### config.mk
export PLATFORM = sky130hd
export DESIGN_NAME = dcache_bus_req
export DESIGN_NICKNAME = d
export VERILOG_FILES = /design/src/verilog/dcache_pkg.sv /design/src/verilog/dcache_bus_req.sv
export VERILOG_INCLUDE_DIRS = /design/src /design/src/verilog
export SDC_FILE = /design/constraint.sdc
export NUM_CORES = 1
export LEC_CHECK = 0
export BUFFER_PORTS_ARGS = -buffer_cell sky130_fd_sc_hd__buf_2
export CAP_MARGIN = 20
export CORE_AREA = 2 2 73 75
export CTS_CLUSTER_SIZE = 40
export DETAILED_ROUTE_END_ITERATION = 10
export DIE_AREA = 0 0 75 77
export PLACE_DENSITY = 0.78
export SLEW_MARGIN = 10
export SYNTH_ARGS = -nofsm -noshare
export SYNTH_HDL_FRONTEND = slang
export SYNTH_SLANG_ARGS = --single-unit
### constraint.sdc
create_clock -name clk -period 5 [get_ports clk]
set_clock_uncertainty 0.15 [all_clocks]
set_input_delay 1 -clock clk [delete_from_list [all_inputs] [get_ports clk]]
set_output_delay 1 -clock clk [all_outputs]
set_load 0.005 [all_outputs]
### src/verilog/dcache_defs.svh
// Geometry and bus ids for the data cache. Changing DC_BEATS or DC_LINES also needs the address union resized.
`ifndef DCACHE_DEFS_SVH
`define DCACHE_DEFS_SVH

// cache geometry.
`define DC_LINES 16 // lines in the cache.
`define DC_BEATS 8 // 64-bit words per line.

// stored tag covers address bits 31 to 10 with the space bit.
`define DC_TAG_W 22

// memory bus flow control.
`define DC_BUS_CREDITS 4 // credits granted at reset.
`define DC_CREDIT_W 3 // must hold DC_BUS_CREDITS.

// sideband access limits.
`define DC_SIDE_TIMEOUT 255 // cycles before giving up.
`define DC_SIDE_TIMEOUT_DATA 32'hdeaddead // read data on timeout.

// ids this cache uses on the memory bus.
`define DC_DID_CPU 4'h0
`define DC_SUBDID_DCACHE 4'h1

`endif
### src/verilog/dcache_pkg.sv
// Shared types for the data cache. The cached address view assumes 16 lines of 64 bytes.
package dcache_pkg;
	`include "dcache_defs.svh"

	// cached view of a core address.
	typedef struct packed {
		logic space; // 0 for memory.
		logic [`DC_TAG_W-2:0] tag; // bits 30 to 10.
		logic [3:0] index; // line select.
		logic [2:0] word; // 64-bit word in line.
		logic half; // 1 picks the high half.
		logic [1:0] offset; // ignored byte select.
	} dc_mem_addr_t;

	// sideband view of the same word.
	typedef struct packed {
		logic space; // 1 for peripherals.
		logic [2:0] unused;
		logic [3:0] did; // target peripheral.
		logic [23:0] reg_addr;
	} dc_side_addr_t;

	// one address word decoded by its space bit.
	typedef union packed {
		dc_mem_addr_t mem;
		dc_side_addr_t side;
	} dc_addr_u;

	// outbound memory bus request.
	typedef struct packed {
		logic valid;
		logic write; // 0 is a line fill.
		logic [3:0] did;
		logic [3:0] subdid;
		logic [30:0] addr; // 64-bit aligned byte address.
		logic [3:0] len; // beats.
		logic [63:0] data;
		logic [7:0] mask; // byte enables.
	} dc_bus_req_t;

	// inbound fill beat.
	typedef struct packed {
		logic valid;
		logic [3:0] did;
		logic [3:0] subdid;
		logic [63:0] data;
	} dc_fill_beat_t;

	// sideband request and response.
	typedef struct packed {
		logic valid;
		logic r_nw; // 1 for a read.
		logic [3:0] did;
		logic [23:0] addr;
		logic [31:0] data;
	} dc_side_req_t;

	typedef struct packed {
		logic busy_b; // high ends the access.
		logic [31:0] data;
	} dc_side_rsp_t;

	typedef enum logic [1:0] {
		st_idle,
		st_fill,
		st_commit,
		st_side
	} dc_state_e;

	// controls for the shared counter.
	typedef struct packed {
		logic load_beats; // start fill position at 0.
		logic load_timeout; // start sideband timeout.
		logic step;
	} dc_timer_cmd_t;
endpackage

### src/verilog/dcache_bus_req.sv
// Memory bus request formatting and credit count. Every request is one cycle, so one credit each.
`timescale 1ns/100ps
`include "dcache_defs.svh"

module dcache_bus_req import dcache_pkg::*; (
	input  logic clk,
	input  logic rst_b,
	input  dc_addr_u addr,
	input  logic wr_req,
	input  logic [31:0] wr_data,
	input  logic fill_start,
	input  logic bus_credit,
	output dc_bus_req_t bus_req,
	output logic credit_avail
);
	logic [`DC_CREDIT_W-1:0] credits;

	assign credit_avail = (credits != '0);

	// returned credit and issued request may land together.
	always_ff @(posedge clk or negedge rst_b) begin
		if (!rst_b)
			credits <= `DC_CREDIT_W'(`DC_BUS_CREDITS);
		else
			credits <= credits + `DC_CREDIT_W'(bus_credit) - `DC_CREDIT_W'(bus_req.valid);
	end

	always_comb begin
		bus_req = '0;
		bus_req.did = `DC_DID_CPU;
		bus_req.subdid = `DC_SUBDID_DCACHE;
		if (fill_start) begin
			// whole line. ctrl only starts with a credit.
			bus_req.valid = 1'b1;
			bus_req.write = 1'b0;
			bus_req.addr = {addr.mem.tag, addr.mem.index, 6'd0};
			bus_req.len = 4'(`DC_BEATS);
		end else if (wr_req && !addr.mem.space) begin
			// single beat with the word copied to both halves.
			bus_req.valid = 1'b1;
			bus_req.write = 1'b1;
			bus_req.addr = {addr.mem.tag, addr.mem.index, addr.mem.word, 3'd0};
			bus_req.len = 4'd1;
			bus_req.data = {wr_data, wr_data};
			bus_req.mask = addr.mem.half ? 8'hf0 : 8'h0f; // mask picks the half.
		end
	end
endmodule

==> flow_metrics.tcl <==
set metrics [dict create \
    synth_most_common_cell "buf_4" \
    totalNegativeSetupSlack_ns 0 \
    clock_latency_ns 0.21 \
    tightest_slew_ns 0.996 \
    io_pins 187 \
    post_cts_resized 0 \
    overflow 0 \
    multi_input_area_um2 564 \
    drt_iter0_drc 16 \
    cts_root_buf "clkbuf_8" \
    cp-start-kind "input port" \
    drcViolationCount 0 \
    fin_cells 337 \
    register_area_um2 76.3 \
    peakVddDrop_uv 315 \
    crit_arrival_ns 2.36 \
    yosys-top-cells-area "buf_4, and2_1, a21boi_0, dfrtp_1, buf_6" \
    nets 340 \
    regMostFlops "credits" \
    critPathCaptureType "primary output" \
    viasPerCell 3.66 \
    num_rows 26 \
    slew_violations 0 \
    power_mw 0.260 \
    leakage_nw 1.13 \
    gp_congestion 0.737 \
    start_util_pct 21.4 \
    worstPathRequired_ns 3.85 \
    dr.pass1.iters 4 \
    cts.hold.buffers_added 0 \
    coreArea_um2 4980 \
    async_flop_share_pct 100 \
    grtUsageTotal_pct 9.24 \
    slowest_stage "nor3b_4" \
    syn_area_um2 1070 \
    ys_ff_latch 3 \
    cp_common_cell "buf_2" \
    diodes 0 \
    postLayoutCoreUtil_pct 33.1 \
    dieArea_um2 5780 \
    yosysSeqAreaShare_pct 7.15 \
    synth_ff_type "dfrtp_1" \
    synth.avg_cell_area_um2 7.57 \
    crit_path_max_incr_delay_ns 0.80 \
    grt_pass1_vias 1040 \
    p_per_area_nw_per_um2 158 \
    grt_max_degree 39 \
    routedWlPerCell_um 9.57 \
    ant_nets 0 \
    finalCritPeriodShare_pct 70.2 \
    slew_headroom_pct 33.5 \
    critical_path_class "in2out" \
    fill_cells 552 \
    critPathMaxFanout 38 \
    portBuffers 171 \
    rsz0062_at_grt "false" \
    die_w_um 75 \
    synth_cell_types 18 \
    path_cells "buf_2 > nor3b_4 > and2_1 > buf_2" \
    setup_slack_ns 1.49 \
    min_path_type "reg2reg" \
    place_ws_ns 1.41 \
    synth_top_cell_area_share_pct 37.3 \
    synth_commonest_cells "buf_4, and2_1, a21boi_0, inv_1, buf_6" \
    maxCapViolations 0 \
    placed_cell_area_um2 1600 \
    vias 1233 \
    clock_sinks 3 \
    finalCriticalPeriod_ns 3.51 \
    htree_levels 1 \
    post-cts-setup-buffers 0 \
    cts_tree "done" \
    yosys_warnings 0 \
    hold_slack_ns 0.340 \
    drive_gt1_share_pct 65.9 \
    path_clk_slew_ns 0.03 \
    area_growth_pct 54.4 \
    reg_top3 "credits x3" \
    syn_inst 141 \
    cts_buffers 3 \
    fin_area_um2 1650 \
    grt_pass1_wl_um 4380 \
    yosysTopAreaCell "buf_4" \
    finalSetupViolCount 0 \
    max_freq_mhz 285 \
    wl_um 3230 \
    dp.final_hpwl_um 2880 \
    clock_path_buffers 2 \
    antenna_found_initial 0 \
    status "completed" \
    place_inst 333 \
    die_h_um 77 \
    hold_viol_final 0 \
    synth-edff-count 0 \
    largest_reg_flops 3 \
]
-- kinds of logic after synthesis --
| logic type | synth area share, % |
|---|---|
| other | 0.704 |
| AO/OA/AOI/OAI | 17.6 |
| AND/OR/NAND/NOR | 24.9 |
| XOR/XNOR | 1.64 |
| adder cells (fa/ha/maj) | 4.22 |
| buffers and inverters | 43.8 |
| flip-flops | 7.15 |
-- worst paths after layout --
kind	from	endpoint	slack [ns]	cells after the start
min in group asynchronous	rst_b	credits[0]$_DFF_PN0_	0.43	1
worst max register to register	credits[0]$_DFF_PN0_	credits[2]$_DFF_PN1_	3.14	8
worst min-delay path	credits[2]$_DFF_PN1_	credits[2]$_DFF_PN1_	0.34	1
worst max-delay path	fill_start	bus_req[5]	1.49	4
max in group asynchronous	rst_b	credits[2]$_DFF_PN1_	4.08	1
worst min register to register	credits[2]$_DFF_PN1_	credits[2]$_DFF_PN1_	0.34	1
-- critical path: cells and delay by family --
family | cells | cell delay (ns)
buffers and inverters | 2 | 0.26
and+or+nand+nor | 2 | 1.08
-- cell usage in the layout (no fill, tap or decap), drive strengths merged --
master,netlist,final
conb,2,13
and2,36,36
clkbuf,2,4
nand2b,1,1
nand2,1,1
inv,5,5
fa,1,1
xnor2,2,2
or3,1,1
dfstp,1,1
a21boi,25,25
dfrtp,2,2
nor3b,1,1
nor3,1,1
ha,2,2
buf,58,171
-- layer usage --
metal  track usage (%)  part of all wire (%)  vias up
li1                  -                     -      631
met1              9.84                    36      508
met2              18.8                    53       92
met3             0.394                    11        2
met4              2.14                  0.43        0
met5                 0                     0        -
-- power by group --
group,switching (mW),internal (mW)
Clock,0.0143,0.0542
Sequential,0.00954,0.0421
Combinational,0.0641,0.0758
-- cell type report --
type | count | share of cell area, %
clock buffers | 4 | 2.73
multi-input cells | 84 | 34.2
inverters | 5 | 1.14
repair buffers | 171 | 51.9
flip-flops and latches | 3 | 4.63
well taps | 70 | 5.32
No activity file was read; power rests on OpenSTA's default activity.
