File: src/verilog/dcache_defs.svh
// Geometry and bus ids for the data cache. Changing DC_BEATS or DC_LINES also needs the address union resized.
`ifndef DCACHE_DEFS_SVH
`define DCACHE_DEFS_SVH

// cache geometry.
`define DC_LINES 16 // lines in the cache.
`define DC_BEATS 8 // 64-bit words per line.

// stored tag covers address bits 31 to 10 with the space bit.
`define DC_TAG_W 22

// memory bus flow control.
`define DC_BUS_CREDITS 4 // credits granted at reset.
`define DC_CREDIT_W 3 // must hold DC_BUS_CREDITS.

// sideband access limits.
`define DC_SIDE_TIMEOUT 255 // cycles before giving up.
`define DC_SIDE_TIMEOUT_DATA 32'hdeaddead // read data on timeout.

// ids this cache uses on the memory bus.
`define DC_DID_CPU 4'h0
`define DC_SUBDID_DCACHE 4'h1

`endif
File: src/verilog/dcache_pkg.sv
// Shared types for the data cache. The cached address view assumes 16 lines of 64 bytes.
package dcache_pkg;
	`include "dcache_defs.svh"

	// cached view of a core address.
	typedef struct packed {
		logic space; // 0 for memory.
		logic [`DC_TAG_W-2:0] tag; // bits 30 to 10.
		logic [3:0] index; // line select.
		logic [2:0] word; // 64-bit word in line.
		logic half; // 1 picks the high half.
		logic [1:0] offset; // ignored byte select.
	} dc_mem_addr_t;

	// sideband view of the same word.
	typedef struct packed {
		logic space; // 1 for peripherals.
		logic [2:0] unused;
		logic [3:0] did; // target peripheral.
		logic [23:0] reg_addr;
	} dc_side_addr_t;

	// one address word decoded by its space bit.
	typedef union packed {
		dc_mem_addr_t mem;
		dc_side_addr_t side;
	} dc_addr_u;

	// outbound memory bus request.
	typedef struct packed {
		logic valid;
		logic write; // 0 is a line fill.
		logic [3:0] did;
		logic [3:0] subdid;
		logic [30:0] addr; // 64-bit aligned byte address.
		logic [3:0] len; // beats.
		logic [63:0] data;
		logic [7:0] mask; // byte enables.
	} dc_bus_req_t;

	// inbound fill beat.
	typedef struct packed {
		logic valid;
		logic [3:0] did;
		logic [3:0] subdid;
		logic [63:0] data;
	} dc_fill_beat_t;

	// sideband request and response.
	typedef struct packed {
		logic valid;
		logic r_nw; // 1 for a read.
		logic [3:0] did;
		logic [23:0] addr;
		logic [31:0] data;
	} dc_side_req_t;

	typedef struct packed {
		logic busy_b; // high ends the access.
		logic [31:0] data;
	} dc_side_rsp_t;

	typedef enum logic [1:0] {
		st_idle,
		st_fill,
		st_commit,
		st_side
	} dc_state_e;

	// controls for the shared counter.
	typedef struct packed {
		logic load_beats; // start fill position at 0.
		logic load_timeout; // start sideband timeout.
		logic step;
	} dc_timer_cmd_t;
endpackage

File: src/verilog/dcache_ctrl.sv
// Cache control FSM. One fill or sideband access at a time. The core must hold its request while rw_wait is high.
`timescale 1ns/100ps
`include "dcache_defs.svh"

module dcache_ctrl import dcache_pkg::*; (
	input  logic clk,
	input  logic rst_b,
	input  dc_addr_u addr,
	input  logic rd_req,
	input  logic wr_req,
	input  logic hit,
	input  logic credit_avail,
	input  logic fill_beat_ok,
	input  logic timer_zero,
	input  logic side_busy_b,
	output dc_state_e state,
	output dc_timer_cmd_t timer_cmd,
	output logic fill_start,
	output logic commit,
	output logic side_start,
	output logic rw_wait,
	output dc_addr_u fill_addr
);
	dc_state_e state_next;
	logic cached;
	logic any_req;
	logic fill_line;
	logic side_done;

	assign cached = !addr.mem.space;
	assign any_req = rd_req || wr_req;

	// request falls in the line being filled.
	assign fill_line = (addr.mem.space == fill_addr.mem.space) &&
		(addr.mem.tag == fill_addr.mem.tag) &&
		(addr.mem.index == fill_addr.mem.index);

	// peripheral answered or gave up waiting.
	assign side_done = side_busy_b || timer_zero;

	// misses wait in idle until a credit shows up.
	assign fill_start = (state == st_idle) && rd_req && cached && !hit && credit_avail;
	assign side_start = (state == st_idle) && any_req && !cached; // one-cycle request.
	assign commit = (state == st_commit);

	assign timer_cmd.load_beats = fill_start;
	assign timer_cmd.load_timeout = side_start;
	// beat position moves per accepted beat, timeout per cycle.
	assign timer_cmd.step = ((state == st_fill) && fill_beat_ok) || (state == st_side);

	always_comb begin
		state_next = state;
		rw_wait = 1'b0;
		case (state)
			st_idle: begin
				if (side_start) begin
					state_next = st_side;
					rw_wait = 1'b1;
				end else if (rd_req && !hit) begin
					rw_wait = 1'b1; // miss stalls until commit.
					if (credit_avail)
						state_next = st_fill;
				end else if (wr_req && !credit_avail) begin
					rw_wait = 1'b1; // no credit for the write.
				end
			end
			st_fill: begin
				// writes elsewhere may still go out.
				rw_wait = rd_req || (wr_req && (fill_line || !cached || !credit_avail));
				if (fill_beat_ok && timer_zero)
					state_next = st_commit; // last beat.
			end
			st_commit: begin
				rw_wait = rd_req || (wr_req && (fill_line || !cached || !credit_avail));
				state_next = st_idle; // line valid next cycle.
			end
			st_side: begin
				rw_wait = !side_done;
				if (side_done)
					state_next = st_idle;
			end
			default: state_next = st_idle;
		endcase
	end

	always_ff @(posedge clk or negedge rst_b) begin
		if (!rst_b)
			state <= st_idle;
		else
			state <= state_next;
	end

	// line address of the fill in flight.
	always_ff @(posedge clk) begin
		if (fill_start)
			fill_addr <= {addr[31:6], 6'd0}; // frozen until the next miss.
	end
endmodule

File: config.mk
export PLATFORM = sky130hd
export DESIGN_NAME = dcache_ctrl
export DESIGN_NICKNAME = d
export VERILOG_FILES = /design/src/verilog/dcache_pkg.sv /design/src/verilog/dcache_ctrl.sv
export VERILOG_INCLUDE_DIRS = /design/src /design/src/verilog
export SDC_FILE = /design/constraint.sdc
export NUM_CORES = 1
export LEC_CHECK = 0
export ABC_CLOCK_PERIOD_IN_PS = 7400
export BUFFER_PORTS_ARGS = -buffer_cell sky130_fd_sc_hd__buf_2
export CORE_UTILIZATION = 45
export DETAILED_ROUTE_END_ITERATION = 8
export PLACE_DENSITY = 0.82
export SLEW_MARGIN = 40
export SYNTH_ARGS = -nofsm -noshare
export SYNTH_HDL_FRONTEND = slang
export SYNTH_SLANG_ARGS = --single-unit
File: constraint.sdc
create_clock -name clk -period 7.4 [get_ports clk]
set_input_delay 0 -clock clk [delete_from_list [all_inputs] [get_ports clk]]
set_output_delay 0 -clock clk [all_outputs]
set_load 0.05 [all_outputs]
==> flow_metrics.tcl <==
set metrics [dict create \
    antennaDiodeCount 0 \
    syn_area_per_cell_um2 13.9 \
    clock.fmax_mhz 491 \
    ios 82 \
    clkSlewWorstSetupHoldPaths_ns 0.13 \
    netlist_area_mm2 0.00140 \
    grt_pass1_wl_mm 5.00 \
    grt_max_degree 29 \
    grt_usage 0.203 \
    syn_inst 101 \
    endpoint_kind "primary output" \
    drt-initial-drc-count 45 \
    nNetsFinal 247 \
    hold_viol 0 \
    mostFrequentLayoutCell "buf_2" \
    outcome "finished, violations left" \
    pwr-share-comb 0.455 \
    cts_sinks 28 \
    whs_path_depth 5 \
    core_area_mm2 0.00285 \
    grt_pass1_vias 1088 \
    totalWireLength_mm 3.26 \
    rsz0062_at_grt "false" \
    drc 6 \
    clock_latency_ns 0.32 \
    htreeDepth 1 \
    finalMaxSlewViolations 0 \
    hold_ws_ns 0.122 \
    place_congestion 0.749 \
    yosysWarnings 0 \
    ys_seq_elements 28 \
    layout_setup_ws_ns 5.36 \
    required_ns 7.40 \
    min_period_ns 2.04 \
    dieArea_mm2 0.00335 \
    overflow 0 \
    avgViaCountPerCell 4.87 \
    p_seq_frac 0.412 \
    antenna_found_initial 0 \
    pre_cts_ws_ns 5.73 \
    start_util 0.492 \
    cellPowerDensity_mw_per_mm2 226 \
    dp_hpwl_mm 2.19 \
    use_met3 0.0223 \
    clock_skew_ns 0.0113 \
    synth_cell_types 24 \
    cts.path.max_buffers 2 \
    swShare 0.408 \
    use_met2 0.384 \
    yosysSeqAreaShare 0.592 \
    r2r_cells 4 \
    cts_buffers 3 \
    hold_path_class "in2reg" \
    io_buffers 69 \
    cts_tree "yes" \
    vias 1126 \
    yosys-top-cells-area "edfxtp_1 (56%), xnor2_1 (10%), xor2_1 (5.6%)" \
    final_cell_mix "buf_2 (69), dlygate4sd3_1 (28), edfxtp_1 (26), xnor2_1 (16), xor2_1 (9)" \
    postCtsSetupRepairBufs 0 \
    fp-row-count 19 \
    busiest_layer "met2" \
    clkPwrFrac 0.133 \
    cts_root_buf "clkbuf_4" \
    path_class "reg2out" \
    max_cap_violations 0 \
    use_met1 0.231 \
    power.internal_w 0.000277 \
    synth_top_cell_area_share 0.556 \
    netSwitchingPower_w 0.000191 \
    p_leak_nw 0.891 \
    worstSetupStartpointType "register" \
    fillCellCount 202 \
    ant_nets 0 \
    crit_fanout 5 \
    synth_top_area_cell "edfxtp_1" \
    finalSetupTns_ns 0 \
    finalSetupViolations 0 \
    violations "DRC" \
    vdd_ir_drop_max_uv 244 \
    finalCritPeriodShare 0.275 \
    worstPathArrival_ns 2.04 \
    syn2layout_area_growth_pct 47.2 \
    drive_gt1_frac 0.390 \
    wire_per_inst_um 14.1 \
    die_height_um 57.9 \
    first_pass_iters 8 \
    fp.dieW_um 57.9 \
]
cell type report:
cell class / instances / area (µm²) / share of cell area
Clock buffer: 4 / 26.3 / 0.0127
Inverter: 5 / 18.8 / 0.00908
Multi-Input combinational cell: 65 / 519 / 0.251
Sequential cell: 28 / 831 / 0.402
Tap cell: 31 / 38.8 / 0.0188
Timing Repair Buffer: 98 / 633 / 0.306
cells in the mapped netlist, drive strengths merged:
| master | instances |
|---|---|
| ha | 5 |
| nor3 | 2 |
| xor2 | 9 |
| dfrtp | 2 |
| a21o | 1 |
| nand4 | 5 |
| mux2 | 1 |
| o32ai | 1 |
| o21a | 1 |
| o221ai | 1 |
| nor3b | 1 |
| edfxtp | 26 |
| nand2 | 3 |
| nand2b | 1 |
| nor4b | 1 |
| conb | 1 |
| a21oi | 4 |
| nor4 | 3 |
| mux2i | 2 |
| inv | 5 |
| buf | 8 |
| xnor2 | 16 |
| o21ai | 2 |
flip-flops by register name, indices dropped and copies added, names as in the netlist:
register,cells
fill_addr,26
state,2
repair_timing:
item / in CTS / in global routing
resized for setup: 0 / 0
endpoints found under the hold margin: 28 / 0
hold buffers: 28 / 0
worst paths after layout:
check / startpoint / endpoint / slack, ns
setup / recovery: state[0]$_DFFE_PN0P_ / rw_wait / 5.36
hold / removal: fill_beat_ok / state[1]$_DFFE_PN0P_ / 0.12
setup reg to reg: state[0]$_DFFE_PN0P_ / fill_addr[10]$_DFFE_PP_ / 5.73
hold reg to reg: state[0]$_DFFE_PN0P_ / state[0]$_DFFE_PN0P_ / 0.64
max in group asynchronous: rst_b / state[1]$_DFFE_PN0P_ / 6.76
min in group asynchronous: rst_b / state[0]$_DFFE_PN0P_ / 0.52
worst max-delay path: stages, from the launching register on:
cell and delay, ns:
dfrtp_1 0.45, inv_1 0.13, ha_1 0.20, nand2_1 0.06, a21oi_1 0.30, o32ai_1 0.16, a21oi_1 0.14, buf_2 0.28
power by group through the flow:
stage,registers [W],clock network [W],logic [W]
6_report,0.000193,0.0000621,0.000213
3_3_place_gp,0.000195,0,0.000194
2_1_floorplan,0.000226,0,0.000128
5_1_grt,0.000194,0.0000723,0.000225
4_1_cts,0.000193,0.0000658,0.000212
3_5_place_dp,0.000196,0,0.000200
cells by family (layout without fill, tap and decap cells):
group           Yosys count  after routing  synth area share
flops                    28             28             0.592
compound gates           10             10            0.0446
other cells               1              6           0.00267
fa+ha+maj                 5              5            0.0446
mux                       3              3            0.0250
simple gates             16             16            0.0793
xor+xnor                 25             25             0.156
buf+inv                  13            107            0.0562
per-layer routing:
metal / wire (µm) / part of all wire
met1: 1260 / 0.39
met2: 1730 / 0.53
met3: 234 / 0.072
met4: 27 / 0.0083
met5: 0 / 0
through the flow:
step / power, W / instance area (µm²) / utilization / instances
2_1_floorplan: 0.000354 / 1420 / - / 106
3_3_place_gp: 0.000389 / 1760 / 0.617 / 199
3_5_place_dp: 0.000396 / 1760 / 0.617 / 199
4_1_cts: 0.000470 / 2070 / 0.725 / 231
5_1_grt: 0.000492 / 2070 / 0.725 / 231
6_report: 0.000468 / 2070 / 0.725 / 231
Power figures use the tool's default switching activity.
