<file path="config.mk">
export PLATFORM = sky130hd
export DESIGN_NAME = dcache_timer
export DESIGN_NICKNAME = d
export VERILOG_FILES = /design/src/verilog/dcache_pkg.sv /design/src/verilog/dcache_timer.sv
export VERILOG_INCLUDE_DIRS = /design/src /design/src/verilog
export SDC_FILE = /design/constraint.sdc
export NUM_CORES = 1
export LEC_CHECK = 0
export BUFFER_PORTS_ARGS = -buffer_cell sky130_fd_sc_hd__buf_2
export CAP_MARGIN = 20
export CORE_MARGIN = 5
export CORE_UTILIZATION = 45
export CTS_BUF_LIST = sky130_fd_sc_hd__clkbuf_8
export DETAILED_ROUTE_END_ITERATION = 8
export HOLD_SLACK_MARGIN = 0.1
export PLACE_DENSITY_LB_ADDON = 0.15
export SYNTH_ARGS = -nofsm -noshare
export SYNTH_HDL_FRONTEND = slang
export SYNTH_SLANG_ARGS = --single-unit
</file>
<file path="constraint.sdc">
create_clock -name clk -period 2.3 [get_ports clk]
set_clock_uncertainty 0.15 [all_clocks]
set_input_delay 0.23 -clock clk [delete_from_list [all_inputs] [get_ports clk]]
set_output_delay 0.23 -clock clk [all_outputs]
set_load 0.02 [all_outputs]
</file>
<file path="src/verilog/dcache_defs.svh">
// Geometry and bus ids for the data cache. Changing DC_BEATS or DC_LINES also needs the address union resized.
`ifndef DCACHE_DEFS_SVH
`define DCACHE_DEFS_SVH

// cache geometry.
`define DC_LINES 16 // lines in the cache.
`define DC_BEATS 8 // 64-bit words per line.

// stored tag covers address bits 31 to 10 with the space bit.
`define DC_TAG_W 22

// memory bus flow control.
`define DC_BUS_CREDITS 4 // credits granted at reset.
`define DC_CREDIT_W 3 // must hold DC_BUS_CREDITS.

// sideband access limits.
`define DC_SIDE_TIMEOUT 255 // cycles before giving up.
`define DC_SIDE_TIMEOUT_DATA 32'hdeaddead // read data on timeout.

// ids this cache uses on the memory bus.
`define DC_DID_CPU 4'h0
`define DC_SUBDID_DCACHE 4'h1

`endif
</file>
<file path="src/verilog/dcache_pkg.sv">
// Shared types for the data cache. The cached address view assumes 16 lines of 64 bytes.
package dcache_pkg;
	`include "dcache_defs.svh"

	// cached view of a core address.
	typedef struct packed {
		logic space; // 0 for memory.
		logic [`DC_TAG_W-2:0] tag; // bits 30 to 10.
		logic [3:0] index; // line select.
		logic [2:0] word; // 64-bit word in line.
		logic half; // 1 picks the high half.
		logic [1:0] offset; // ignored byte select.
	} dc_mem_addr_t;

	// sideband view of the same word.
	typedef struct packed {
		logic space; // 1 for peripherals.
		logic [2:0] unused;
		logic [3:0] did; // target peripheral.
		logic [23:0] reg_addr;
	} dc_side_addr_t;

	// one address word decoded by its space bit.
	typedef union packed {
		dc_mem_addr_t mem;
		dc_side_addr_t side;
	} dc_addr_u;

	// outbound memory bus request.
	typedef struct packed {
		logic valid;
		logic write; // 0 is a line fill.
		logic [3:0] did;
		logic [3:0] subdid;
		logic [30:0] addr; // 64-bit aligned byte address.
		logic [3:0] len; // beats.
		logic [63:0] data;
		logic [7:0] mask; // byte enables.
	} dc_bus_req_t;

	// inbound fill beat.
	typedef struct packed {
		logic valid;
		logic [3:0] did;
		logic [3:0] subdid;
		logic [63:0] data;
	} dc_fill_beat_t;

	// sideband request and response.
	typedef struct packed {
		logic valid;
		logic r_nw; // 1 for a read.
		logic [3:0] did;
		logic [23:0] addr;
		logic [31:0] data;
	} dc_side_req_t;

	typedef struct packed {
		logic busy_b; // high ends the access.
		logic [31:0] data;
	} dc_side_rsp_t;

	typedef enum logic [1:0] {
		st_idle,
		st_fill,
		st_commit,
		st_side
	} dc_state_e;

	// controls for the shared counter.
	typedef struct packed {
		logic load_beats; // start fill position at 0.
		logic load_timeout; // start sideband timeout.
		logic step;
	} dc_timer_cmd_t;
endpackage

</file>
<file path="src/verilog/dcache_timer.sv">
// Shared counter for fill beat position and sideband timeout. The two uses never overlap.
`timescale 1ns/100ps
`include "dcache_defs.svh"

module dcache_timer import dcache_pkg::*; (
	input  logic clk,
	input  logic rst_b,
	input  dc_timer_cmd_t cmd,
	output logic [7:0] count,
	output logic zero
);
	logic fill_mode; // 1 counts beats up.

	// terminal flag.
	// last beat position in fill mode, expired in timeout mode.
	assign zero = fill_mode ? (count == 8'(`DC_BEATS - 1)) : (count == 8'd0);

	always_ff @(posedge clk or negedge rst_b) begin
		if (!rst_b) begin
			count <= 8'd0;
			fill_mode <= 1'b0;
		end else if (cmd.load_beats) begin
			count <= 8'd0; // first beat is word 0.
			fill_mode <= 1'b1;
		end else if (cmd.load_timeout) begin
			count <= 8'(`DC_SIDE_TIMEOUT);
			fill_mode <= 1'b0;
		end else if (cmd.step) begin
			if (fill_mode)
				count <= count + 8'd1;
			else if (count != 8'd0)
				count <= count - 8'd1; // holds at zero.
		end
	end
endmodule

</file>
==> summary.txt, run 1 <==
Status: completed
Compound-gate portion of the synthesized area: 0.298
Post-layout min period: 2.23 ns
Net count after synthesis: 99
Endpoint type of the worst setup path: flip-flop
Clk Latency, worst-skew pair: 0.23 ns
Initial core utilization: 0.460
Dpl cells: 128
LEAKAGE: 0.000483 µW
Worst Hold Class: input pin to flip-flop
N_diodes: 0
Global-route wire length before repair: 3.23 mm
# setup viols final: 0
Asr flop ratio synth: 1.00
Synth area leaders: dfrtp_1 29%, ha_1 9.7%, a21oi_1 7.1%
Crit Path Category: flip-flop to flip-flop
FILL cells: 144
Core outline area: 1690 µm²
Post-Place Worst Slack: -0.0178 ns
Arr. time, crit path: 2.18 ns
Layout Cells excl Fill: 133
Crit Path Max Fanout: 5
Max Buffers Root-to-Sink: 2
Yosys warning count: 0
Syn Std Cell Area: 777 µm²
CTS tree: built
Cell Chain, Critical Path: inv_2 -> buf_4 -> ha_2 -> nand2_1 -> o21ai_2 -> o21ai_0 -> a31o_2 -> o41a_2
DRC: 0
TritonRoute pass-1 iters: 4
Mux share of post-synthesis cell area: 0.0274
Full die area: 2660 µm²
Hold Vio Cnt, Final: 0
Peak supply drop: 504 µV
Clk root buf: clkbuf_8
Vias in the first global route: 757
Final slew viol count: 0
Startpoint Class: flip-flop
Yosys reg bits: 9
CP peak stage delay: 0.38 ns
Main synth FF type: dfrtp_1
Simple-Gate Fraction of Synth Area: 0.196
Area Growth Syn to Fin: 35.4%
Die extent in y: 51.6 µm
GRT overflow: 0
I/O Buffers: 13
Drt first-iter violations: 9
Syn avg cell area: 8.93 µm²
CTS buffer count: 3
Max cap viols: 0
Site Rows: 15
GP Congestion: 0.852
Top cells by count, synth: 11 x a21oi_1, 11 x nor2_1, 9 x dfrtp_1
Final nets: 129
Routed wire length: 1.98 mm
Total power: 629 µW
Worst EP required: 2.25 ns
Initial antenna violation count: 0
H-tree depth: 1
GRT Util Overall: 0.160
Post-synth top area share: 0.290
WL per Instance: 14.9 µm
Clock sink total: 9
Leading area contributor after synthesis: dfrtp_1
HPWL Detailed: 1.55 mm
Synth unique cells: 36
Synth Instances: 87
Chip Width: 51.6 µm
Slew headroom: 0.760
Post-synth EDFFs: 0
Antenna-violating nets left: 0
IO Pins: 14
Pin count of the biggest net entering global routing: 10
Power per cell area: 598 nW/µm²
Largest family of logic cells by synthesized area: compound AO/OA/AOI/OAI gates
Worst-Margin Slew: 0.355 ns
Share of cells above drive strength 1: 0.431
Total vias in the final route: 773
Fmax: 448 MHz
Reg clk slew, reported paths: 0.04 ns
Setup TNS: 0 ns
Post-Synth XOR/XNOR Area: 0.0113
Final Util: 0.623
Sequential-to-total area share from yosys stat: 0.290
Slowest CP cell: dfrtp_1
Final period util: 0.970
Final WS setup: 0.0693 ns
Synthesized-area fraction occupied by adder cells: 0.122
Vias/cell: 5.81
critical path, delay by kind of cell (launching register included):
kind | cells | cell delay (ns)
AO/OA/AOI/OAI | 4 | 0.87
flip-flops | 1 | 0.38
adder cells (fa/ha/maj) | 1 | 0.37
AND/OR/NAND/NOR | 1 | 0.08
buffers and inverters | 2 | 0.24
power by group:
group / switching, µW / internal (µW) / total (µW)
logic: 142 / 124 / 266
clock network: 55.9 / 116 / 172
registers: 17.4 / 174 / 192
cells in the final DEF, fill, tap and decap left out, types with 2 or more instances in the layout:
master / instances
a211oi_1: 2
buf_2: 13
clkbuf_8: 3
inv_1: 6
buf_4: 14
a21oi_1: 10
o21ai_0: 2
ha_4: 2
nand2_1: 6
o21ai_1: 2
dfrtp_1: 8
or4_4: 2
a2111oi_2: 2
nor2_1: 11
ha_1: 3
stage by stage:
| step | instance area (µm²) | hold WS (ns) |
|---|---|---|
| 3_5_place_dp | 948 | -0.0626 |
| 3_3_place_gp | 948 | -0.0644 |
| 4_1_cts | 1000 | 0.156 |
| 6_report | 1050 | 0.158 |
| 5_1_grt | 1050 | 0.167 |
| 2_1_floorplan | 777 | -0.216 |
flip-flops by register name (all words and copies together) (netlist names):
signal,count
fill_mode,1
count,8
cells by family (layout without fill, tap and decap cells):
logic type | Yosys count | count (layout)
buffers and inverters | 9 | 38
DFF | 9 | 9
muxes | 2 | 2
xor gates and xnor gates | 1 | 1
and+or+nand+nor | 28 | 28
adders and majority gates | 7 | 7
AOI/OAI and AO/OA | 31 | 31
metal layers:
layer  vias up  share of wire  global-route usage
met5         -              0                   0
met4         0          0.016              0.0655
met1       371           0.51               0.231
met3         5          0.018              0.0172
li1        389              -                   -
met2         8           0.46               0.244
cell type report:
class                           count  area [µm²]  share of cell area
Clock buffer                        3        41.3              0.0392
Tap cell                           17        21.3              0.0202
Multi-Input combinational cell     69         557               0.529
Clock inverter                      1        3.75             0.00357
Inverter                            6        22.5              0.0214
Timing Repair Buffer               28         180               0.171
Sequential cell                     9         226               0.215
path summary, 6_finish.rpt:
kind	startpoint	to	slack (ns)	cells past startpoint
setup / recovery	fill_mode	count[6]	0.07	8
hold / removal	cmd[2]	count[0]	0.16	2
setup reg to reg	fill_mode	count[6]	0.07	8
hold reg to reg	count[4]	count[4]	0.54	3
max in group asynchronous	rst_b	count[1]	1.59	2
min in group asynchronous	rst_b	count[3]	0.23	2
timing repair:
item | CTS | global route
hold buffers | 1 | 0
endpoints found under the setup margin | 1 | 3
buffers inserted | 0 | 0
resized for setup | 1 | 11
pin swaps | 0 | 2
endpoints found under the hold margin | 9 | 0
cloned | 0 | 0
Power figures use the tool's default switching activity.
==> run 2, diff against run 1 <==
--- a/config.mk
+++ b/config.mk
@@ -6,6 +6,7 @@
 export SDC_FILE = /design/constraint.sdc
 export NUM_CORES = 1
 export LEC_CHECK = 0
+export ABC_AREA = 1
 export BUFFER_PORTS_ARGS = -buffer_cell sky130_fd_sc_hd__buf_2
 export CAP_MARGIN = 20
 export CORE_MARGIN = 5
@@ -13,7 +14,7 @@
 export CTS_BUF_LIST = sky130_fd_sc_hd__clkbuf_8
 export DETAILED_ROUTE_END_ITERATION = 8
 export HOLD_SLACK_MARGIN = 0.1
-export PLACE_DENSITY_LB_ADDON = 0.15
+export PLACE_DENSITY = 0.69
 export SYNTH_ARGS = -nofsm -noshare
 export SYNTH_HDL_FRONTEND = slang
 export SYNTH_SLANG_ARGS = --single-unit
==> summary.txt, run 2 <==
Most frequent cell after synthesis: nand2_1
Site Rows: 15 (unchanged)
FILL cells: 174 (+21%)
Power per cell area: 670 nW/µm² (+12%)
Net count after synthesis: 131 (+32%)
Global-route wire length before repair: 3.17 mm (-1.7%)
Clock power frac: 0.287 (+0.014)
GP Congestion: 0.811 (-4.8%)
CP startpoint: fill_mode
WL per Instance: 11.3 µm (-24%)
Synth area leaders: dfrtp_1 28%, nand2_1 19%, ha_1 9.3%
Initial antenna violation count: 0 (unchanged)
Worst EP required: 2.28 ns (+0.03 ns)
Hold Vio Cnt, Final: 0 (unchanged)
Syn avg cell area: 6.79 µm² (-24%)
I/O Buffers: 13 (unchanged)
Post-layout min period: 1.97 ns (-0.266 ns)
Asr flop ratio synth: 1.00 (unchanged)
Clk root buf: clkbuf_8
H-tree depth: 1 (unchanged)
Share of cells above drive strength 1: 0.175 (-0.256)
# setup viols final: 0 (unchanged)
Worst-Margin Slew: 0.317 ns (-0.0383 ns)
Final slew viol count: 0 (unchanged)
Yosys warning count: 0 (unchanged)
Worst hold margin: 0.126 ns (-0.0321 ns)
Endpoint type of the worst setup path: flip-flop
Arr. time, crit path: 1.95 ns (-0.23 ns)
Commonest cells after routing, fill and taps aside: 40 x nand2_1, 20 x inv_1, 13 x buf_2, 11 x nor2_1, 11 x nand3_1
Seq pwr share: 0.322 (+0.017)
Die extent in y: 52.4 µm (+1.6%)
Vias/cell: 4.79 (-18%)
Post-synth top area share: 0.279 (-0.0112)
Final nets: 150 (+16%)
Post-CTS Hold Buffers: 1 (unchanged)
Postcts setup bufs: 0 (unchanged)
CTS buffer count: 3 (unchanged)
Worst Hold Class: input pin to flip-flop
TritonRoute pass-1 iters: 4 (unchanged)
Area Growth Syn to Fin: 18.7%
Logic pwr share: 0.391 (-0.031)
Internal: 388 µW (-6.3%)
Routed wire length: 1.83 mm (-7.5%)
Core outline area: 1730 µm² (+2.2%)
Leading area contributor after synthesis: dfrtp_1
Synth Instances: 119 (+37%)
Max cap viols: 0 (unchanged)
Worst Hold Launch: cmd[1]
NetSw: 255 µW (+19%)
Full die area: 2740 µm² (+3.2%)
Reg with most FFs: count
Worst reg2reg startpoint: fill_mode
Vias in the first global route: 765 (+1.1%)
Initial core utilization: 0.468 (+0.00812)
Total vias in the final route: 776 (+0.39%)
Max FFs per register: 8 (unchanged)
GRT overflow: 0 (unchanged)
Clk Latency, worst-skew pair: 0.24 ns (about the same)
Sw Ratio: 0.396 (+0.0546)
DRC: 0 (unchanged)
Startpoint Class: flip-flop
N_diodes: 0 (unchanged)
Drt first-iter violations: 11 (+2)
Crit Path Category: flip-flop to flip-flop
Main synth FF type: dfrtp_1
Final Util: 0.556 (-0.0672)
Pin count of the biggest net entering global routing: 10 (unchanged)
Synth unique cells: 21 (-42%)
Yosys reg bits: 9 (unchanged)
IO Pins: 14 (unchanged)
Unrepaired setup endpoints after global routing: false
Reg clk slew, reported paths: 0.05 ns (about the same)
GRT Util Overall: 0.156 (-0.00439)
Top cells by count, synth: 40 x nand2_1, 19 x inv_1, 11 x nand3_1, 11 x nor2_1, 9 x dfrtp_1
Largest registers: count x8, fill_mode x1
Setup TNS: 0 ns (unchanged)
Chip Width: 52.4 µm (+1.6%)
Peak supply drop: 318 µV (-37%)
CTS tree: built
Fmax: 509 MHz (+14%)
Fin area: 960 µm² (-8.8%)
Post-CTS sizing: 0 (-1)
Post-Place Cell Area: 905 µm² (-4.6%)
Post-synth EDFFs: 0 (unchanged)
Crit Path Max Fanout: 9 (+4)
Syn Std Cell Area: 808 µm² (+4.0%)
Slew headroom: 0.789 (+0.0286)
Clock sink total: 9 (unchanged)
Sequential-to-total area share from yosys stat: 0.279 (-0.0112)
Max Buffers Root-to-Sink: 2 (unchanged)
Final period util: 0.854 (-0.115)
HPWL Detailed: 1.41 mm (-8.8%)
Antenna-violating nets left: 0 (unchanged)
LEAKAGE: 0.000545 µW (+13%)
Status: completed
Most common cell after layout, fill and taps aside: nand2_1
-- run 2: final cells by class --
cell class	instances	area (µm²)	area share
multi-input combinational	90	508	0.529
sequential	9	225	0.235
timing repair buffer	14	75.1	0.0782
inverter	20	75.1	0.0782
clock buffer	3	41.3	0.0430
tap	25	31.3	0.0326
clock inverter	1	3.75	0.00391
-- run 2: worst paths after layout --
kind | slack, ns | cells after the start | endpoint
setup reg to reg | 0.33 | 9 | count[7]
setup / recovery | 0.33 | 9 | count[7]
hold reg to reg | 0.39 | 2 | count[6]
min in group asynchronous | 0.24 | 2 | count[6]
hold / removal | 0.13 | 2 | fill_mode
max in group asynchronous | 1.56 | 2 | fill_mode
-- run 2: critical path, cell delays in order (launching register included) --
cell and delay [ns]:
dfrtp_1 0.40, inv_1 0.26, ha_1 0.32, or2_2 0.32, nand3_1 0.12, nand2_1 0.07, nand2_1 0.06, nand3_1 0.07
nand2_1 0.06, nand2_1 0.04
-- run 2: cell families (layout without fill, tap and decap cells) --
group                    Yosys count  in the layout  synth area share
XOR/XNOR                           1              1            0.0108
adder cells (fa/ha/maj)            7              7             0.118
AO/OA/AOI/OAI                     10             10            0.0666
flip-flops                         9              9             0.279
AND/OR/NAND/NOR                   72             72             0.433
buffers and inverters             20             38            0.0929
-- run 2: stage by stage --
stage                     setup slack, ns  instances  total power (µW)
after floorplan                     0.359        119               396
after global placement              0.395        157               455
after detailed placement            0.335        157               458
after CTS                           0.324        162               649
after global routing                0.171        162               698
final                               0.335        162               643
-- run 2: power groups by stage --
| stage | clock network, µW | registers, µW | logic, µW |
|---|---|---|---|
| after CTS | 190 | 207 | 253 |
| after floorplan | 0 | 228 | 168 |
| final | 184 | 207 | 251 |
| after detailed placement | 0 | 209 | 249 |
| after global routing | 201 | 212 | 286 |
| after global placement | 0 | 209 | 247 |
-- run 2: metal layers --
layer | track usage | wire [µm] | share of wire | up-vias
met3 | 0.0256 | 62 | 0.034 | 4
met2 | 0.267 | 859 | 0.47 | 15
met4 | 0.0511 | 30 | 0.016 | 0
li1 | - | - | - | 412
met5 | 0 | 0 | 0 | -
met1 | 0.197 | 879 | 0.48 | 345
